### src/verilog/nbody_pkg.sv
/*
 * N-body accelerator shared definitions
 * Widths, bus address regions, body memory row layout, memory request
 * format and the engine state encoding used across the design.
 */
package nbody_pkg;

    localparam int DATA_W     = 64;
    localparam int EXT_W      = 32;
    localparam int ADDR_W     = 16;
    localparam int BODY_IDX_W = 9;

    typedef logic [DATA_W-1:0]     data_t;
    typedef logic [EXT_W-1:0]      ext_data_t;
    typedef logic [BODY_IDX_W-1:0] body_idx_t;

    // Upper address bits select a region, lower bits a body
    typedef enum logic [ADDR_W-BODY_IDX_W-1:0] {
        GO       = 7'h00,
        READ     = 7'h01,
        N_BODIES = 7'h02,
        GAP      = 7'h03,
        X_LO     = 7'h04,
        X_HI     = 7'h05,
        Y_LO     = 7'h06,
        Y_HI     = 7'h07,
        VX_LO    = 7'h0A,
        VX_HI    = 7'h0B,
        VY_LO    = 7'h0C,
        VY_HI    = 7'h0D,
        DONE     = 7'h40,
        RD_X_LO  = 7'h41,
        RD_X_HI  = 7'h42,
        RD_Y_LO  = 7'h43,
        RD_Y_HI  = 7'h44
    } region_e;

    // One bit per lane of a body row
    typedef logic [3:0] lane_mask_t;

    localparam lane_mask_t MASK_X  = 4'b0001;
    localparam lane_mask_t MASK_Y  = 4'b0010;
    localparam lane_mask_t MASK_VX = 4'b0100;
    localparam lane_mask_t MASK_VY = 4'b1000;

    typedef struct packed {
        data_t x;
        data_t y;
        data_t vx;
        data_t vy;
    } body_state_t;

    // Read uses idx, write uses wr_idx so a pipeline can do both per cycle
    typedef struct packed {
        logic        rd_en;
        body_idx_t   idx;
        body_idx_t   wr_idx;
        lane_mask_t  wr_mask;
        body_state_t wdata;
    } mem_req_t;

    typedef enum logic [1:0] {
        IDLE,
        READ_PASS,
        FINISH
    } run_state_e;

endpackage

### src/verilog/leapfrog_engine.sv
/*
 * Leapfrog position update engine
 * On GO, runs GAP passes over all bodies. Each pass reads one body per
 * cycle, adds velocity to position in the next cycle and writes the new
 * x and y one cycle later, so a pass takes n_bodies + 2 cycles.
 */
`timescale 1ns/1ps

module leapfrog_engine #(
    parameter int BODIES = 512
) (
    input  logic                   clk,
    input  logic                   rst,
    input  logic                   go_i,
    input  logic                   read_ack_i,
    input  nbody_pkg::body_idx_t   n_bodies_i,
    input  nbody_pkg::data_t       gap_i,
    input  nbody_pkg::body_state_t mem_rsp_i,
    output nbody_pkg::mem_req_t    eng_req_o,
    output logic                   busy_o,
    output logic                   done_o
);

    nbody_pkg::run_state_e state_q;
    logic                  rd_active_q;
    nbody_pkg::body_idx_t  rd_idx_q;
    nbody_pkg::body_idx_t  last_idx;
    nbody_pkg::data_t      step_cnt_q;
    logic                  last_step;
    logic                  s0_valid_q;
    logic                  s1_valid_q;
    nbody_pkg::body_idx_t  s0_idx_q;
    nbody_pkg::body_idx_t  s1_idx_q;
    nbody_pkg::data_t      sum_x_q;
    nbody_pkg::data_t      sum_y_q;
    logic                  pass_end;

    assign last_idx  = n_bodies_i - 1'b1;
    // GAP of zero still runs one step
    assign last_step = (step_cnt_q + 1'b1) >= gap_i;
    assign pass_end  = s1_valid_q && (s1_idx_q == last_idx);

    always_ff @(posedge clk or posedge rst) begin
        if (rst) begin
            state_q     <= nbody_pkg::IDLE;
            rd_active_q <= 1'b0;
            rd_idx_q    <= '0;
            step_cnt_q  <= '0;
            s0_valid_q  <= 1'b0;
            s1_valid_q  <= 1'b0;
        end else begin
            s0_valid_q <= rd_active_q;
            s1_valid_q <= s0_valid_q;
            case (state_q)
                nbody_pkg::IDLE: begin
                    if (go_i && !read_ack_i) begin
                        step_cnt_q <= '0;
                        rd_idx_q   <= '0;
                        // Nothing to move with no bodies
                        if (n_bodies_i == '0) begin
                            state_q <= nbody_pkg::FINISH;
                        end else begin
                            state_q     <= nbody_pkg::READ_PASS;
                            rd_active_q <= 1'b1;
                        end
                    end
                end
                nbody_pkg::READ_PASS: begin
                    if (!go_i) begin
                        state_q     <= nbody_pkg::IDLE;
                        rd_active_q <= 1'b0;
                        s0_valid_q  <= 1'b0;
                        s1_valid_q  <= 1'b0;
                    end else begin
                        if (rd_active_q) begin
                            if (rd_idx_q == last_idx) begin
                                rd_active_q <= 1'b0;
                            end else begin
                                rd_idx_q <= rd_idx_q + 1'b1;
                            end
                        end
                        // Last write retires this cycle
                        if (pass_end) begin
                            if (last_step) begin
                                state_q <= nbody_pkg::FINISH;
                            end else begin
                                step_cnt_q  <= step_cnt_q + 1'b1;
                                rd_idx_q    <= '0;
                                rd_active_q <= 1'b1;
                            end
                        end
                    end
                end
                nbody_pkg::FINISH: begin
                    if (read_ack_i || !go_i) begin
                        state_q <= nbody_pkg::IDLE;
                    end
                end
                default: state_q <= nbody_pkg::IDLE;
            endcase
        end
    end

    // Index pipeline and adders
    always_ff @(posedge clk) begin
        s0_idx_q <= rd_idx_q;
        s1_idx_q <= s0_idx_q;
        sum_x_q  <= mem_rsp_i.x + mem_rsp_i.vx;
        sum_y_q  <= mem_rsp_i.y + mem_rsp_i.vy;
    end

    always_comb begin
        eng_req_o         = '0;
        eng_req_o.rd_en   = rd_active_q;
        eng_req_o.idx     = rd_idx_q;
        eng_req_o.wr_idx  = s1_idx_q;
        eng_req_o.wr_mask = s1_valid_q ? (nbody_pkg::MASK_X | nbody_pkg::MASK_Y) : '0;
        eng_req_o.wdata.x = sum_x_q;
        eng_req_o.wdata.y = sum_y_q;
    end

    assign busy_o = (state_q == nbody_pkg::READ_PASS);
    assign done_o = (state_q == nbody_pkg::FINISH);

    // Writes come only from bodies read during the current pass
    a_write_in_pass : assert property (
        @(posedge clk) disable iff (rst)
        (|eng_req_o.wr_mask) |->
            (state_q == nbody_pkg::READ_PASS) && (eng_req_o.wr_idx < BODIES)
    ) else $error("engine write outside a position pass");

endmodule

### config.mk
export PLATFORM = sky130hd
export DESIGN_NAME = leapfrog_engine
export DESIGN_NICKNAME = d
export VERILOG_FILES = /design/src/verilog/nbody_pkg.sv /design/src/verilog/leapfrog_engine.sv
export SDC_FILE = /design/constraint.sdc
export NUM_CORES = 1
export LEC_CHECK = 0
export BUFFER_PORTS_ARGS = -buffer_cell sky130_fd_sc_hd__buf_4
export CAP_MARGIN = 0
export CORE_AREA = 2 2 235 237
export DETAILED_ROUTE_END_ITERATION = 8
export DIE_AREA = 0 0 237 239
export SLEW_MARGIN = 20
export SYNTH_ARGS = -nofsm -noshare
export SYNTH_HDL_FRONTEND = slang
export SYNTH_SLANG_ARGS = --single-unit
### constraint.sdc
create_clock -name clk -period 5.4 [get_ports clk]
set_input_delay 0.27 -clock clk [delete_from_list [all_inputs] [get_ports clk]]
set_output_delay 0.27 -clock clk [all_outputs]
set_load 0.05 [all_outputs]
* After elaboration in Yosys (flattened, before gate mapping)
Cells that the tools add are included.
** Word-level totals
- Register bits :: 224
- Output and inout port bits :: 281
- Word-level logic and storage cells :: 72
- Input bits :: 333
** Cells by class
- Add/sub/neg operators :: 5
- Magnitude comparators :: 1
- Equality and inequality tests :: 12
- Mux-type cells :: 32
- Reductions and logical operators :: 12
** Operator list (number)
- $mux 64 :: 4
- $add 64x64->64 :: 2
- $pmux 64 s2 :: 1
- $add 64x1->64 const B :: 1
- $ge 64x64->1 :: 1
- $mux 9 :: 6
- $eq 9x9->1 :: 2
- $pmux 9 s2 :: 1
- $mux 2 :: 7
- $mux 1 :: 11
- $add 9x1->9 const B :: 1
- $logic_not 9->1 :: 1
- $sub 9x1->9 const B :: 1
- $ne 2x2->1 const B :: 4
- $ne 3x2->1 const B :: 2
- $pmux 2 s3 :: 1
- $reduce_and 3->1 :: 2
- $reduce_and 5->1 :: 1
- $ne 2x1->1 const B :: 2
- $reduce_and 4->1 :: 1
- $eq 2x1->1 const B :: 1
- $eq 2x2->1 const B :: 1
- $logic_and 1x1->1 :: 2
- $logic_not 1->1 :: 2
- 4 further kinds :: 4

* Longest topological paths before layout
- Depth in word-level cells :: 8
- Gate-level depth with buffers :: 24

* Worst setup path before layout
OpenSTA, ideal clock, no wires.
- Kind :: register to register
- From :: register step_cnt_q[36]
- To :: register step_cnt_q[13]
- Cell stages (with the launch flop) :: 22
- Setup time :: 0.121 ns
- Data arrival time :: 4.537 ns
- Slack :: 0.742 ns
- Clock period less this slack :: 4.658 ns
- Path through :: dfrtp_1 -> and4_1 -> nand4_1 -> or3_1 -> or2_2 -> nor2_4 -> and3_1 -> nand3_1 -> xnor2_1 -> ha_1 -> nand4_1 -> nor2_1 -> nand3_1 -> or3_1 -> or4_1 -> o221a_1 -> and3_1 -> buf_6 -> and2_4 -> buf_6 -> buf_6 -> a22o_1
** On the way
- Word-level cells in the longest chain between the ends :: 4
** Ends and longest elaborated chain
- start, declared :: line leapfrog_engine.sv:28 : nbody_pkg::data_t step_cnt_q;
- start signal, assigned :: line leapfrog_engine.sv:87 : step_cnt_q <= step_cnt_q + 1'b1;
- $add 64x1->64 :: line leapfrog_engine.sv:40 : assign last_step = (step_cnt_q + 1'b1) >= gap_i;
- $ge 64x64->1 :: line leapfrog_engine.sv:40
- $ne 2x2->1 (no line)
- $reduce_and 5->1 (no line)
Every way passes these cells.
A chain may end at the register's enable or synchronous reset.

* Worst setup path after layout
- From :: register step_cnt_q[37]
- To :: register state_q[0]
** On the way
- Word-level cells in the longest chain between the ends :: 4
** Ends and longest elaborated chain
- $add 64x1->64 :: line leapfrog_engine.sv:40
- $ge 64x64->1 :: line leapfrog_engine.sv:40
- $ne 3x2->1 (no line)
- $reduce_and 4->1 (no line)
- end signal, assigned :: line leapfrog_engine.sv:45 : state_q <= nbody_pkg::IDLE;
- end signal, assigned :: line leapfrog_engine.sv:61 : state_q <= nbody_pkg::FINISH;
- end signal, assigned :: line leapfrog_engine.sv:63 : state_q <= nbody_pkg::READ_PASS;
- end, declared :: line leapfrog_engine.sv:24 : nbody_pkg::run_state_e state_q;
Every way passes these cells.

==> reports/metrics.cfg <==
[floorplan]
start_util=0.332
coreArea_mm2=0.0543
ios=614
die-height_um=239
rows=86
dieArea_mm2=0.0566
die_w_um=237

[setup_path]
ff2ff_setup_slack_ns=0.22
reg2reg_to=state_q[0]
crit_end=state_q[0]
r2r_cells=19
critPathMaxFanout=5
path_class=flop to flop
crit_arrival_ns=5.64
end_kind=flop
start_kind=flop
r2r_start=step_cnt_q[37]
startpoint=step_cnt_q[37]
cp_data_required_time_ns=5.86

[outcome]
outcome=completed

[power_and_ir_drop]
clkPwrFrac=0.293
leakage_nw=11.5
seqPwrFrac=0.294
power_mw=6.97
swShare=0.415
p_per_area_mw_per_mm2=303
p_switching_mw=2.89
ir_worst_vdd_uv=241
pwr-share-comb=0.413
intPower_mw=4.08

[placed_design]
port_buffers=483
dp.cells=3290
dp_hpwl_um=53800
dpl_cell_area_mm2=0.0218
gp_congestion=0.928

[finish]
final_cell_count_no_fill=3367
final_layout_size_suffix_gt1_frac=0.222
final_area_mm2=0.0230
post-route-util=0.423
nNetsFinal=3156
areaGrowthSynthToFinish_pct=27.5

[route]
drc=0
final_antenna_net_count=0
wire_per_inst_um=19.5
drtIter0Drc=1242
vias=17489
routed_wl_um=65600
viasPerCell=5.19
firstDrtPassIters=6

[timing]
whs_ns=0.0664
slew_violations=0
relSlewSlack=0.411
clock_skew_ns=0.0207
min_period_over_period=0.959
hold_viol=0
fin_crit_ns=5.18
setup_violations=0
tightest_slew_ns=0.876
max_freq_mhz=193

[synth]
ys_types=87
syn_avg_cell_area_um2=8.30
synthFlopType=dfxtp_1
synth_edf_count=0
async_flop_share=0.348
yosysWarnings=0
netlist_instances=2170
ys_seq_area_frac=0.270
ys_seq_elements=224
synth_area_mm2=0.0180

[cts]
cts_tree=done
clockBufferDepth=3
cts-root-buf=clkbuf_16
cts_htree_levels=1
clock_latency_ns=0.58
clkSinkCount=224
cts_made_buffers=29
path_clk_slew_ns=0.06

[run]
drv_cap=0

[global_route]
grt_pass1_wl_um=96400
antenna_found_initial=18
grt_start_max_net_pins=79
grt_overflow_total=0
grt_use_total=0.219
grt_pass1_vias=16913

[min_path]
hp-class=input port to flop
min_from=mem_rsp_i[190]

[layout make-up]
type	instances	area, um^2
repair buffers	515	3910
diodes	12	30.0
clock buffers	41	853
well taps	704	881
inverters	119	447
flip-flops and latches	224	4880
clock inverters	13	145
multi-input cells	1739	11800
fillers	5434	31400
[metal layers]
metal	track usage	part of all wire	vias up
met5	0	0.00076	-
met4	0.0974	0.040	8
li1	-	-	8428
met3	0.0486	0.076	123
met2	0.364	0.47	689
met1	0.271	0.41	8241
[critical path, stage by stage (launching register included)]
cell           delay (ns)
dfrtp_1              0.43
and4_2               0.31
nand4_1              0.19
or3_4                0.45
or2_2                0.34
nor2_4               0.13
and3_1               0.20
nand3_1              0.14
xnor2_1              0.16
ha_1                 0.27
nand4_1              0.11
nor2_2               0.18
nand3_1              0.13
or3_1                0.35
or4_1                0.41
o221a_1              0.27
nand2_1              0.15
a211o_1              0.20
o41ai_1              0.09
dlygate4sd3_1        0.56
[worst min path at each step]
stage	to	cells after the start
5_1_grt	sum_y_q[62]	3
3_3_place_gp	s1_idx_q[6]	0
2_1_floorplan	s1_idx_q[0]	0
3_5_place_dp	s1_idx_q[6]	0
6_report	sum_y_q[62]	3
4_1_cts	sum_y_q[62]	3
[kinds of logic (layout without fill, tap and decap cells)]
logic type                 after synthesis  in the layout  share of synthesized area
AOI/OAI and AO/OA                      645            645                      0.230
xor gates and xnor gates               211            211                      0.105
adders and majority gates              195            195                      0.136
buffers and inverters                  337            688                      0.101
DFF                                    224            224                      0.270
muxes                                    4              4                    0.00229
other                                    1            142                   0.000208
and+or+nand+nor                        553            554                      0.155
[synthesized netlist by cell type (55+ instances only)]
cell type	n	share of area
dfrtp_1	78	0.11
ha_1	193	0.13
buf_4	134	0.056
nor2_1	103	0.021
a21oi_1	188	0.052
xor2_1	82	0.040
inv_1	119	0.025
nand4_1	55	0.019
dfxtp_1	146	0.16
nand3_1	63	0.017
xnor2_1	126	0.061
clkbuf_1	69	0.014
o21ai_0	129	0.036
a21o_1	106	0.044
nand2_1	152	0.032
[power by group through the flow]
stage / clock network (mW) / logic [mW] / registers [mW]
2_1_floorplan: 0 / 1.19 / 2.86
3_3_place_gp: 0 / 2.85 / 2.08
3_5_place_dp: 0 / 2.85 / 2.08
4_1_cts: 2.11 / 2.88 / 2.05
5_1_grt: 2.16 / 3.04 / 2.07
6_report: 2.04 / 2.88 / 2.05
[sequential cells by signal, summed over array words and instances, names as in the netlist, 2 cells and up]
| name | cells |
|---|---|
| rd_idx_q | 9 |
| s0_idx_q | 9 |
| s1_idx_q | 9 |
| state_q | 2 |
| step_cnt_q | 64 |
| sum_x_q | 64 |
| sum_y_q | 64 |
[placed cells by master, fill, tap and decap left out, types with 55 or more instances in the layout]
cell and instances:
buf_4 503, ha_1 193, a21oi_1 188, nand2_1 152, dfxtp_1 146, conb_1 130
o21ai_0 129, xnor2_1 126, inv_1 118, a21o_1 106, nor2_1 102, xor2_1 82
dfrtp_1 74, nand3_1 63, nand4_1 55
[per-stage QoR]
stage | setup WS (ns) | TNS (ns)
global route | -0.0161 | -0.0161
finish | 0.222 | 0
detailed placement | 0.127 | 0
floorplan | 0.742 | 0
global placement | 0.289 | 0
CTS | 0.0936 | 0
[repair_timing]
item                                    4_1_cts  5_1_grt
hold buffers                                  9        1
hold endpoints to repair                      7       34
endpoints found under the setup margin        0       73
setup buffers                                 0        0
gates resized for setup                       0        9
Note: power is estimated with default switching activity, not from simulation.
