<file path="src/verilog/nbody_pkg.sv">
/*
 * N-body accelerator shared definitions
 * Widths, bus address regions, body memory row layout, memory request
 * format and the engine state encoding used across the design.
 */
package nbody_pkg;

    localparam int DATA_W     = 64;
    localparam int EXT_W      = 32;
    localparam int ADDR_W     = 16;
    localparam int BODY_IDX_W = 9;

    typedef logic [DATA_W-1:0]     data_t;
    typedef logic [EXT_W-1:0]      ext_data_t;
    typedef logic [BODY_IDX_W-1:0] body_idx_t;

    // Upper address bits select a region, lower bits a body
    typedef enum logic [ADDR_W-BODY_IDX_W-1:0] {
        GO       = 7'h00,
        READ     = 7'h01,
        N_BODIES = 7'h02,
        GAP      = 7'h03,
        X_LO     = 7'h04,
        X_HI     = 7'h05,
        Y_LO     = 7'h06,
        Y_HI     = 7'h07,
        VX_LO    = 7'h0A,
        VX_HI    = 7'h0B,
        VY_LO    = 7'h0C,
        VY_HI    = 7'h0D,
        DONE     = 7'h40,
        RD_X_LO  = 7'h41,
        RD_X_HI  = 7'h42,
        RD_Y_LO  = 7'h43,
        RD_Y_HI  = 7'h44
    } region_e;

    // One bit per lane of a body row
    typedef logic [3:0] lane_mask_t;

    localparam lane_mask_t MASK_X  = 4'b0001;
    localparam lane_mask_t MASK_Y  = 4'b0010;
    localparam lane_mask_t MASK_VX = 4'b0100;
    localparam lane_mask_t MASK_VY = 4'b1000;

    typedef struct packed {
        data_t x;
        data_t y;
        data_t vx;
        data_t vy;
    } body_state_t;

    // Read uses idx, write uses wr_idx so a pipeline can do both per cycle
    typedef struct packed {
        logic        rd_en;
        body_idx_t   idx;
        body_idx_t   wr_idx;
        lane_mask_t  wr_mask;
        body_state_t wdata;
    } mem_req_t;

    typedef enum logic [1:0] {
        IDLE,
        READ_PASS,
        FINISH
    } run_state_e;

endpackage

</file>
<file path="src/verilog/body_mem_arbiter.sv">
/*
 * Body memory arbiter
 * Fixed priority: the update engine owns the memory while busy, otherwise
 * the bus block does. The grant is registered so it lines up with the
 * memory response cycle.
 */
`timescale 1ns/1ps

module body_mem_arbiter (
    input  logic                clk,
    input  logic                rst,
    input  logic                eng_busy_i,
    input  nbody_pkg::mem_req_t eng_req_i,
    input  nbody_pkg::mem_req_t bus_req_i,
    output nbody_pkg::mem_req_t mem_req_o,
    output logic                bus_granted_o
);

    logic eng_active;

    assign eng_active = eng_req_i.rd_en | (|eng_req_i.wr_mask);

    // Bus requests are simply dropped while the engine runs
    assign mem_req_o = eng_busy_i ? eng_req_i : bus_req_i;

    always_ff @(posedge clk or posedge rst) begin
        if (rst) begin
            bus_granted_o <= 1'b0;
        end else begin
            bus_granted_o <= !eng_busy_i;
        end
    end

    // Engine traffic outside busy would lose the memory to the bus
    a_eng_req_only_when_busy : assert property (
        @(posedge clk) disable iff (rst)
        eng_active |-> eng_busy_i
    ) else $error("engine request issued while engine not busy");

endmodule

</file>
<file path="config.mk">
export PLATFORM = sky130hd
export DESIGN_NAME = body_mem_arbiter
export DESIGN_NICKNAME = d
export VERILOG_FILES = /design/src/verilog/nbody_pkg.sv /design/src/verilog/body_mem_arbiter.sv
export SDC_FILE = /design/constraint.sdc
export NUM_CORES = 1
export LEC_CHECK = 0
export BUFFER_PORTS_ARGS = -buffer_cell sky130_fd_sc_hd__buf_2
export CAP_MARGIN = 30
export CORE_AREA = 2 2 332 334
export CTS_BUF_LIST = sky130_fd_sc_hd__clkbuf_4
export CTS_CLUSTER_DIAMETER = 60
export DETAILED_ROUTE_END_ITERATION = 10
export DIE_AREA = 0 0 334 336
export PLACE_DENSITY = 0.32
export SYNTH_ARGS = -nofsm -noshare
export SYNTH_HDL_FRONTEND = slang
export SYNTH_SLANG_ARGS = --single-unit
export TNS_END_PERCENT = 1
</file>
<file path="constraint.sdc">
create_clock -name clk -period 1.1 [get_ports clk]
set_clock_uncertainty 0.05 [all_clocks]
set_input_delay 0.055 -clock clk [delete_from_list [all_inputs] [get_ports clk]]
set_output_delay 0.055 -clock clk [all_outputs]
set_load 0.005 [all_outputs]
</file>
# After elaboration in Yosys (flattened, before gate mapping)
# Index checks and enable logic that the tools add are counted.
[totals]
in_bits = 561
ff_bits = 1
[op_classes]
reduce_logical = 1
mux = 1
[ops]
columns = ["operator", "n"]
rows = [
  ["$mux 279", 1],
  ["$logic_not 1->1", 1],
]

# Depth between registers and ports, before layout
# Gate-level depths: netlist (run 1).
[logic_depth]
ltp_word = 1
depth_mapped = 4

# Worst setup path before layout (run 1)
# OpenSTA, ideal clock, no wires.
[synth_path]
path_kind = "input-to-output"
startpoint = "in eng_busy_i"
endpoint = "out mem_req_o[100] (netlist name)"
path_buffers = 3
setup_slack_ns = 0.209
arrival_time_ns = 0.786
path_stages = 4
cell_sequence = "buf_6 -> buf_6 -> buf_6 -> mux2_4"
[synth_rtl]
columns = ["item", "line", "rtl"]
rows = [
  ["start: declaration", "body_mem_arbiter.sv:12", "input logic eng_busy_i,"],
  ["end: declaration", "body_mem_arbiter.sv:15", "output nbody_pkg::mem_req_t mem_req_o,"],
]

==> implementation parameters, run 1 <==
Parameter                              Value

Outcome
  Result of the run ... finished with violations
  Failing checks ... setup timing

Worst setup path
  Critical path endpoint category ... output port
  Classification of the worst setup path ... in2out
  Data arrival time of the critical path ... 1090 ps
  Data required time at the worst endpoint ... 1000 ps
  Worst Setup Start Kind ... input pin
  Worst Path Max Fanout ... 13

Finish
  Largest register FFs ... 1
  Multi-input gate area ... 4110 um^2
  Non-filler instance count after layout ... 2,593
  Fraction of layout cells with a size suffix above 1 ... 99.7%
  Final Cell Area ... 12,300 um^2
  Combined flip-flop and latch cell area ... 25.0 um^2
  Fillcell total ... 12,600
  Area delta synth->final ... 193%
  Core utilization of the finished layout ... 11.4%
  Net count, final ... 1,739
  Registers with the most flip-flops ... bus_granted_o (1)
  Largest register by flop count ... bus_granted_o

STA
  Slew Limit Fails ... 0
  Setup repair after global routing missed its margin ... true
  Transition time at the pin with the least slew margin ... 259 ps
  Normalized max-slew margin ... 82.7%
  Max frequency ... 837 MHz
  Worst Hold Margin ... 348 ps
  Number of hold violations in the final report ... 0
  Final worst-path cycle share ... 109%
  Final setup vio count ... 208
  Min Tclk post-route ... 1190 ps
  Final worst-path setup slack ... -94.8 ps

Logic synthesis
  Synthesis warning total ... 0
  Synthesized netlist net count ... 874
  Distinct cell type count after synthesis ... 6
  Mapped cell area ... 4220 um^2
  Post-synthesis sequential area ratio ... 0.593%
  Mapped Avg Cell Area ... 13.5 um^2
  Synth Register Bits ... 1
  Cell count after synthesis ... 313

Placed design
  Port Buffers ... 840
  Dpl hpwl ... 68,600 um
  Post-placement cell area ... 10,300 um^2
  Routability congestion estimate from global placement ... 0.867
  Dpl cells ... 2,573

Hold path
  Hold Crit Class ... in2out

Routing
  Antenna Nets Post-Route ... 0
  Detailed-router iteration count before antenna repair ... 4
  Initial DRC Count ... 320
  Per-cell routed wire length ... 29.0 um
  Routed via count divided by cell count ... 2.52
  Detailed Route WL ... 75,300 um
  Vias after detailed routing ... 6,540
  DRC viols ... 0

Floorplanning
  Die footprint ... 112,000 um^2
  Top-level port count ... 841
  FP Rows ... 121
  Die span in x ... 334 um
  Starting density of the core ... 3.89%
  Placeable core area ... 108,000 um^2
  Die Span Y ... 336 um

Global routing
  Largest net degree at the start of global routing ... 28
  Via count of the first global-routing pass ... 6,587
  Total global-route track usage ... 12.2%
  Number of antenna violations at the first check in global routing ... 24
  Congestion Overflow GR ... 0
  Wire length of the first global-routing pass ... 86,200 um

Pwr
  PwrDens ... 498 nW/um^2
  Highest ir drop seen on vdd ... 156 uV
  Leak Pwr ... 6.44 nW

Run
  Max-capacitance violation count ... 0
## worst max-delay path, stage by stage
cell,delay (ps)
sky130_fd_sc_hd__buf_16,140
sky130_fd_sc_hd__buf_16,220
sky130_fd_sc_hd__buf_16,190
sky130_fd_sc_hd__mux2_4,330
sky130_fd_sc_hd__buf_6,120
## Yosys cell counts
| cell | count | area (um^2) |
|---|---|---|
| sky130_fd_sc_hd__mux2_4 | 199 | 2990 |
| sky130_fd_sc_hd__mux2_2 | 80 | 901 |
| sky130_fd_sc_hd__buf_6 | 23 | 259 |
| sky130_fd_sc_hd__buf_2 | 8 | 40.0 |
| sky130_fd_sc_hd__inv_1 | 2 | 7.51 |
| sky130_fd_sc_hd__dfrtp_1 | 1 | 25.0 |
## through the flow
stage / TNS [ps] / setup WS (ps) / total power [mW]
global placement: -28920 / -254 / 5.14
finish: -8780 / -94.8 / 6.15
floorplan: 0 / 209 / 1.72
detailed placement: -30100 / -260 / 5.10
global route: -16430 / -123 / 6.47
CTS: -27170 / -181 / 5.95
## per-layer routing
layer  track usage [%]  vias up  part of all wire, %
met4            0.0192       18                 0.25
met2              21.2      478                   48
met5                 0        -                 0.16
met3              2.76       46                  7.5
li1                  -     2931                    -
met1              16.3     3067                   44
## placed cells by master (no fill, tap or decap)
| cell type | count |
|---|---|
| sky130_fd_sc_hd__dlygate4sd3_1 | 1 |
| sky130_fd_sc_hd__dfrtp_1 | 1 |
| sky130_fd_sc_hd__clkbuf_16 | 10 |
| sky130_fd_sc_hd__buf_16 | 10 |
| sky130_fd_sc_hd__inv_1 | 2 |
| sky130_fd_sc_hd__mux2_4 | 259 |
| sky130_fd_sc_hd__buf_6 | 201 |
| sky130_fd_sc_hd__buf_8 | 4 |
| sky130_fd_sc_hd__buf_4 | 17 |
| sky130_fd_sc_hd__mux2_2 | 20 |
| sky130_fd_sc_hd__buf_2 | 639 |
| sky130_fd_sc_hd__diode_2 | 3 |
| sky130_fd_sc_hd__buf_12 | 12 |
## where the power goes
part           internal (mW)  leakage (nW)  switching, mW
logic                   3.37          6.42           2.75
registers             0.0393        0.0117       0.000652
clock network    0.000000367     0.0000190              0
total                   3.41          6.44           2.75
## layout make-up
| class | count | share of cell area [%] |
|---|---|---|
| antenna | 3 | 0.0608 |
| sequential | 1 | 0.203 |
| inverter | 2 | 0.0608 |
| multi-input combinational | 279 | 33.3 |
| tap | 1414 | 14.3 |
| timing repair buffer | 894 | 52.0 |
## what timing repair did
item                                    CTS  global route
endpoints found under the setup margin  274           275
cloned                                    4            11
endpoints found under the hold margin     1             0
gates resized for setup                 277           128
hold buffers                              1             0
setup buffers                             0             2
## cells by family (layout without fill, tap and decap cells)
family | Yosys count | count (layout) | synth area share [%]
other cells | 0 | 3 | 0
buf+inv | 33 | 896 | 7.26
mux | 279 | 279 | 92.1
flops | 1 | 1 | 0.593
## final timing paths
| path | start | to | slack [ps] | cells past startpoint |
|---|---|---|---|---|
| worst max-delay path | eng_busy_i | mem_req_o[199] | -90 | 5 |
| max in group asynchronous | rst | bus_granted_o$_DFF_PP0_ | 380 | 3 |
| min in group asynchronous | rst | bus_granted_o$_DFF_PP0_ | 480 | 3 |
| worst min-delay path | eng_req_i[121] | mem_req_o[121] | 350 | 3 |
No activity file was read; power rests on OpenSTA's default activity.
==> run 2: changes to the inputs <==
--- a/config.mk
+++ b/config.mk
@@ -12,6 +12,8 @@
 export CTS_CLUSTER_DIAMETER = 60
 export DETAILED_ROUTE_END_ITERATION = 10
 export DIE_AREA = 0 0 334 336
+export HOLD_SLACK_MARGIN = 0.03
+export MAX_ROUTING_LAYER = met4
 export PLACE_DENSITY = 0.32
 export SYNTH_ARGS = -nofsm -noshare
 export SYNTH_HDL_FRONTEND = slang
==> constraint.sdc (replaced) <==
create_clock -name clk -period 1.1 [get_ports clk]
set_clock_uncertainty 0.05 [all_clocks]
set_input_delay 0.22 -clock clk [delete_from_list [all_inputs] [get_ports clk]]
set_output_delay 0.22 -clock clk [all_outputs]
set_load 0.005 [all_outputs]
==> run 2 against run 1 <==
Against the previous run: the flow still finishes with violations (setup timing); core utilization shrank 0.31 points; global-route usage shrank 2.0 points; first-iteration DRC count shrank 51%; maximum frequency shrank 20%; worst hold slack gained 230 ps; critical path type unchanged; critical endpoint is now mem_req_o[82]; largest cell class unchanged.
==> implementation parameters, run 2 (same netlist as run 1, synthesis figures left out) <==
Parameter                              Value

Outcome
  Result of the run ... finished with violations (unchanged)
  Failing checks ... setup timing (unchanged)

STA
  Min Tclk post-route ... 1490 ps (was 1190 ps)
  Final worst-path cycle share ... 135% (was 109%)
  Slew Limit Fails ... 0 (unchanged)
  Setup TNS ... -82,070 ps (was -8780 ps)
  Normalized max-slew margin ... 85.3% (was 82.7%)
  Transition time at the pin with the least slew margin ... 220 ps (was 259 ps)
  Final setup vio count ... 279 (was 208)
  Final worst-path setup slack ... -389 ps (was -94.8 ps)
  Max frequency ... 671 MHz (was 837 MHz)
  Number of hold violations in the final report ... 0 (unchanged)
  Setup repair after global routing missed its margin ... true (unchanged)

Worst setup path
  Cell seen most often among critical-path stages ... sky130_fd_sc_hd__buf_16 (unchanged)
  Classification of the worst setup path ... in2out (unchanged)
  CP max-delay cell ... sky130_fd_sc_hd__mux2_4 (unchanged)
  Worst Setup Start Kind ... input pin (unchanged)
  Critical path buffer and inverter count ... 4 (unchanged)
  Family of cells with the greatest summed delay on the critical path ... buffers and inverters (unchanged)
  Critical path endpoint category ... output port (unchanged)
  Critical path, cell by cell ... buf_16 > buf_16 > buf_8 > mux2_4 > buf_2 (was buf_16 > buf_16 > buf_16 > mux2_4 > buf_6)
  Worst Path Max Fanout ... 8 (was 13)
  Highest cell delay on the worst timing path ... 300 ps (was 330 ps)
  Data arrival time of the critical path ... 1220 ps (was 1090 ps)
  Data required time at the worst endpoint ... 830 ps (was 1000 ps)

Placed design
  Pre-CTS setup slack ... -529 ps (was -260 ps)
  Port Buffers ... 840 (unchanged)
  Dpl cells ... 2,567 (was 2,573)
  Routability congestion estimate from global placement ... 0.890 (was 0.867)
  Dpl hpwl ... 56,300 um (was 68,600 um)

Hold path
  Hold Crit Class ... in2async (was in2out)

Floorplanning
  Die Span Y ... 336 um (unchanged)
  Die span in x ... 334 um (unchanged)
  Starting density of the core ... 3.89% (unchanged)
  Top-level port count ... 841 (unchanged)
  Placeable core area ... 108,000 um^2 (unchanged)
  Die footprint ... 112,000 um^2 (unchanged)
  FP Rows ... 121 (unchanged)

Pwr
  Clk network pwr share ... 0% (about the same)
  Reported net switching power ... 2.19 mW (was 2.75 mW)
  Leak Pwr ... 6.24 nW (was 6.44 nW)
  PwrDens ... 452 nW/um^2 (was 498 nW/um^2)
  Combinational Power Share ... 99.3% (was 99.4%)
  Internal power ... 3.24 mW (was 3.41 mW)
  Overall Power ... 5.42 mW (was 6.15 mW)
  Part of the total power dissipated in sequential elements ... 0.7% (was 0.6%)
  Switching fraction of total power ... 40.3% (was 44.7%)
  Highest ir drop seen on vdd ... 189 uV (was 156 uV)

Finish
  Fillcell total ... 12,600 (about the same)
  Registers with the most flip-flops ... bus_granted_o (1) (unchanged)
  Most frequent standard cell in the layout excluding fill and tap cells ... sky130_fd_sc_hd__buf_2 (unchanged)
  Largest register by flop count ... bus_granted_o (unchanged)
  Fraction of layout cells with a size suffix above 1 ... 99.7% (about the same)
  Area delta synth->final ... 185% (was 193%)
  Non-filler instance count after layout ... 2,598 (was 2,593)
  Highest-count cells in the layout ignoring fill and taps ... 663 x sky130_fd_sc_hd__buf_2, 246 x sky130_fd_sc_hd__mux2_4, 173 x sky130_fd_sc_hd__buf_6 (was 639 x sky130_fd_sc_hd__buf_2, 259 x sky130_fd_sc_hd__mux2_4, 201 x sky130_fd_sc_hd__buf_6)
  Largest register FFs ... 1 (unchanged)
  Net count, final ... 1,730 (was 1,739)

Routing
  Vias after detailed routing ... 6,417 (was 6,540)
  Initial DRC Count ... 158 (was 320)
  Routed via count divided by cell count ... 2.47 (was 2.52)
  Detailed-router iteration count before antenna repair ... 4 (unchanged)
  Per-cell routed wire length ... 23.3 um (was 29.0 um)
  Antenna Nets Post-Route ... 0 (unchanged)
  Detailed Route WL ... 60,500 um (was 75,300 um)
  DRC viols ... 0 (unchanged)

Global routing
  Number of antenna violations at the first check in global routing ... 44 (was 24)
  Via count of the first global-routing pass ... 6,549 (was 6,587)
  Congestion Overflow GR ... 0 (unchanged)
  Largest net degree at the start of global routing ... 22 (was 28)
  Wire length of the first global-routing pass ... 72,100 um (was 86,200 um)
  Total global-route track usage ... 10.2% (was 12.2%)

Run
  Max-capacitance violation count ... 0 (unchanged)

Clock tree
  Clock transition at the registers of the reported paths ... 0 ps
run 2: metrics by stage:
stage,utilization [%],hold slack [ps],area (um^2)
3_5_place_dp,9.44,6.93,10200
3_3_place_gp,9.44,8.31,10200
5_1_grt,11.1,618,12000
4_1_cts,10.7,585,11600
6_report,11.1,578,12000
2_1_floorplan,-,-101,4370
run 2: cell type report:
| class | count | area (um^2) | share of cell area, % |
|---|---|---|---|
| repair buffers | 885 | 6100 | 50.8 |
| well taps | 1414 | 1770 | 14.7 |
| flip-flops and latches | 1 | 25.0 | 0.208 |
| multi-input cells | 279 | 4070 | 33.9 |
| diodes | 17 | 42.5 | 0.354 |
| inverters | 2 | 7.51 | 0.0625 |
run 2: repair_timing:
item	4_1_cts	5_1_grt
cloned	4	4
endpoints found under the hold margin	1	0
hold buffers	1	0
setup endpoints to repair	279	279
gates resized for setup	297	47
setup buffers	1	4
run 2: worst max-delay path by stage:
stage,from,slack [ps],cells after the start,to
floorplan,eng_busy_i,-100,4,mem_req_o[100]
global placement,eng_busy_i,-510,5,mem_req_o[30]
detailed placement,eng_busy_i,-530,5,mem_req_o[30]
CTS,eng_busy_i,-430,5,mem_req_o[40]
global route,eng_busy_i,-430,5,mem_req_o[86]
finish,eng_busy_i,-390,5,mem_req_o[82]
run 2: metal layers:
| layer | GRT usage, % | wire (um) | up-vias |
|---|---|---|---|
| li1 | - | - | 2927 |
| met1 | 12.4 | 25000 | 2948 |
| met2 | 17.2 | 28900 | 492 |
| met3 | 3.25 | 5880 | 50 |
| met4 | 0.575 | 731 | 0 |
| met5 | - | 0 | - |
run 2: power groups by stage:
stage | Combinational, mW | Clock, mW | Sequential, mW
detailed placement | 4.57 | 0 | 0.0397
floorplan | 1.75 | 0 | 0.0401
finish | 5.38 | 0.00000207 | 0.0400
global route | 5.75 | 0.00000207 | 0.0403
global placement | 4.58 | 0 | 0.0402
CTS | 5.42 | 0 | 0.0400
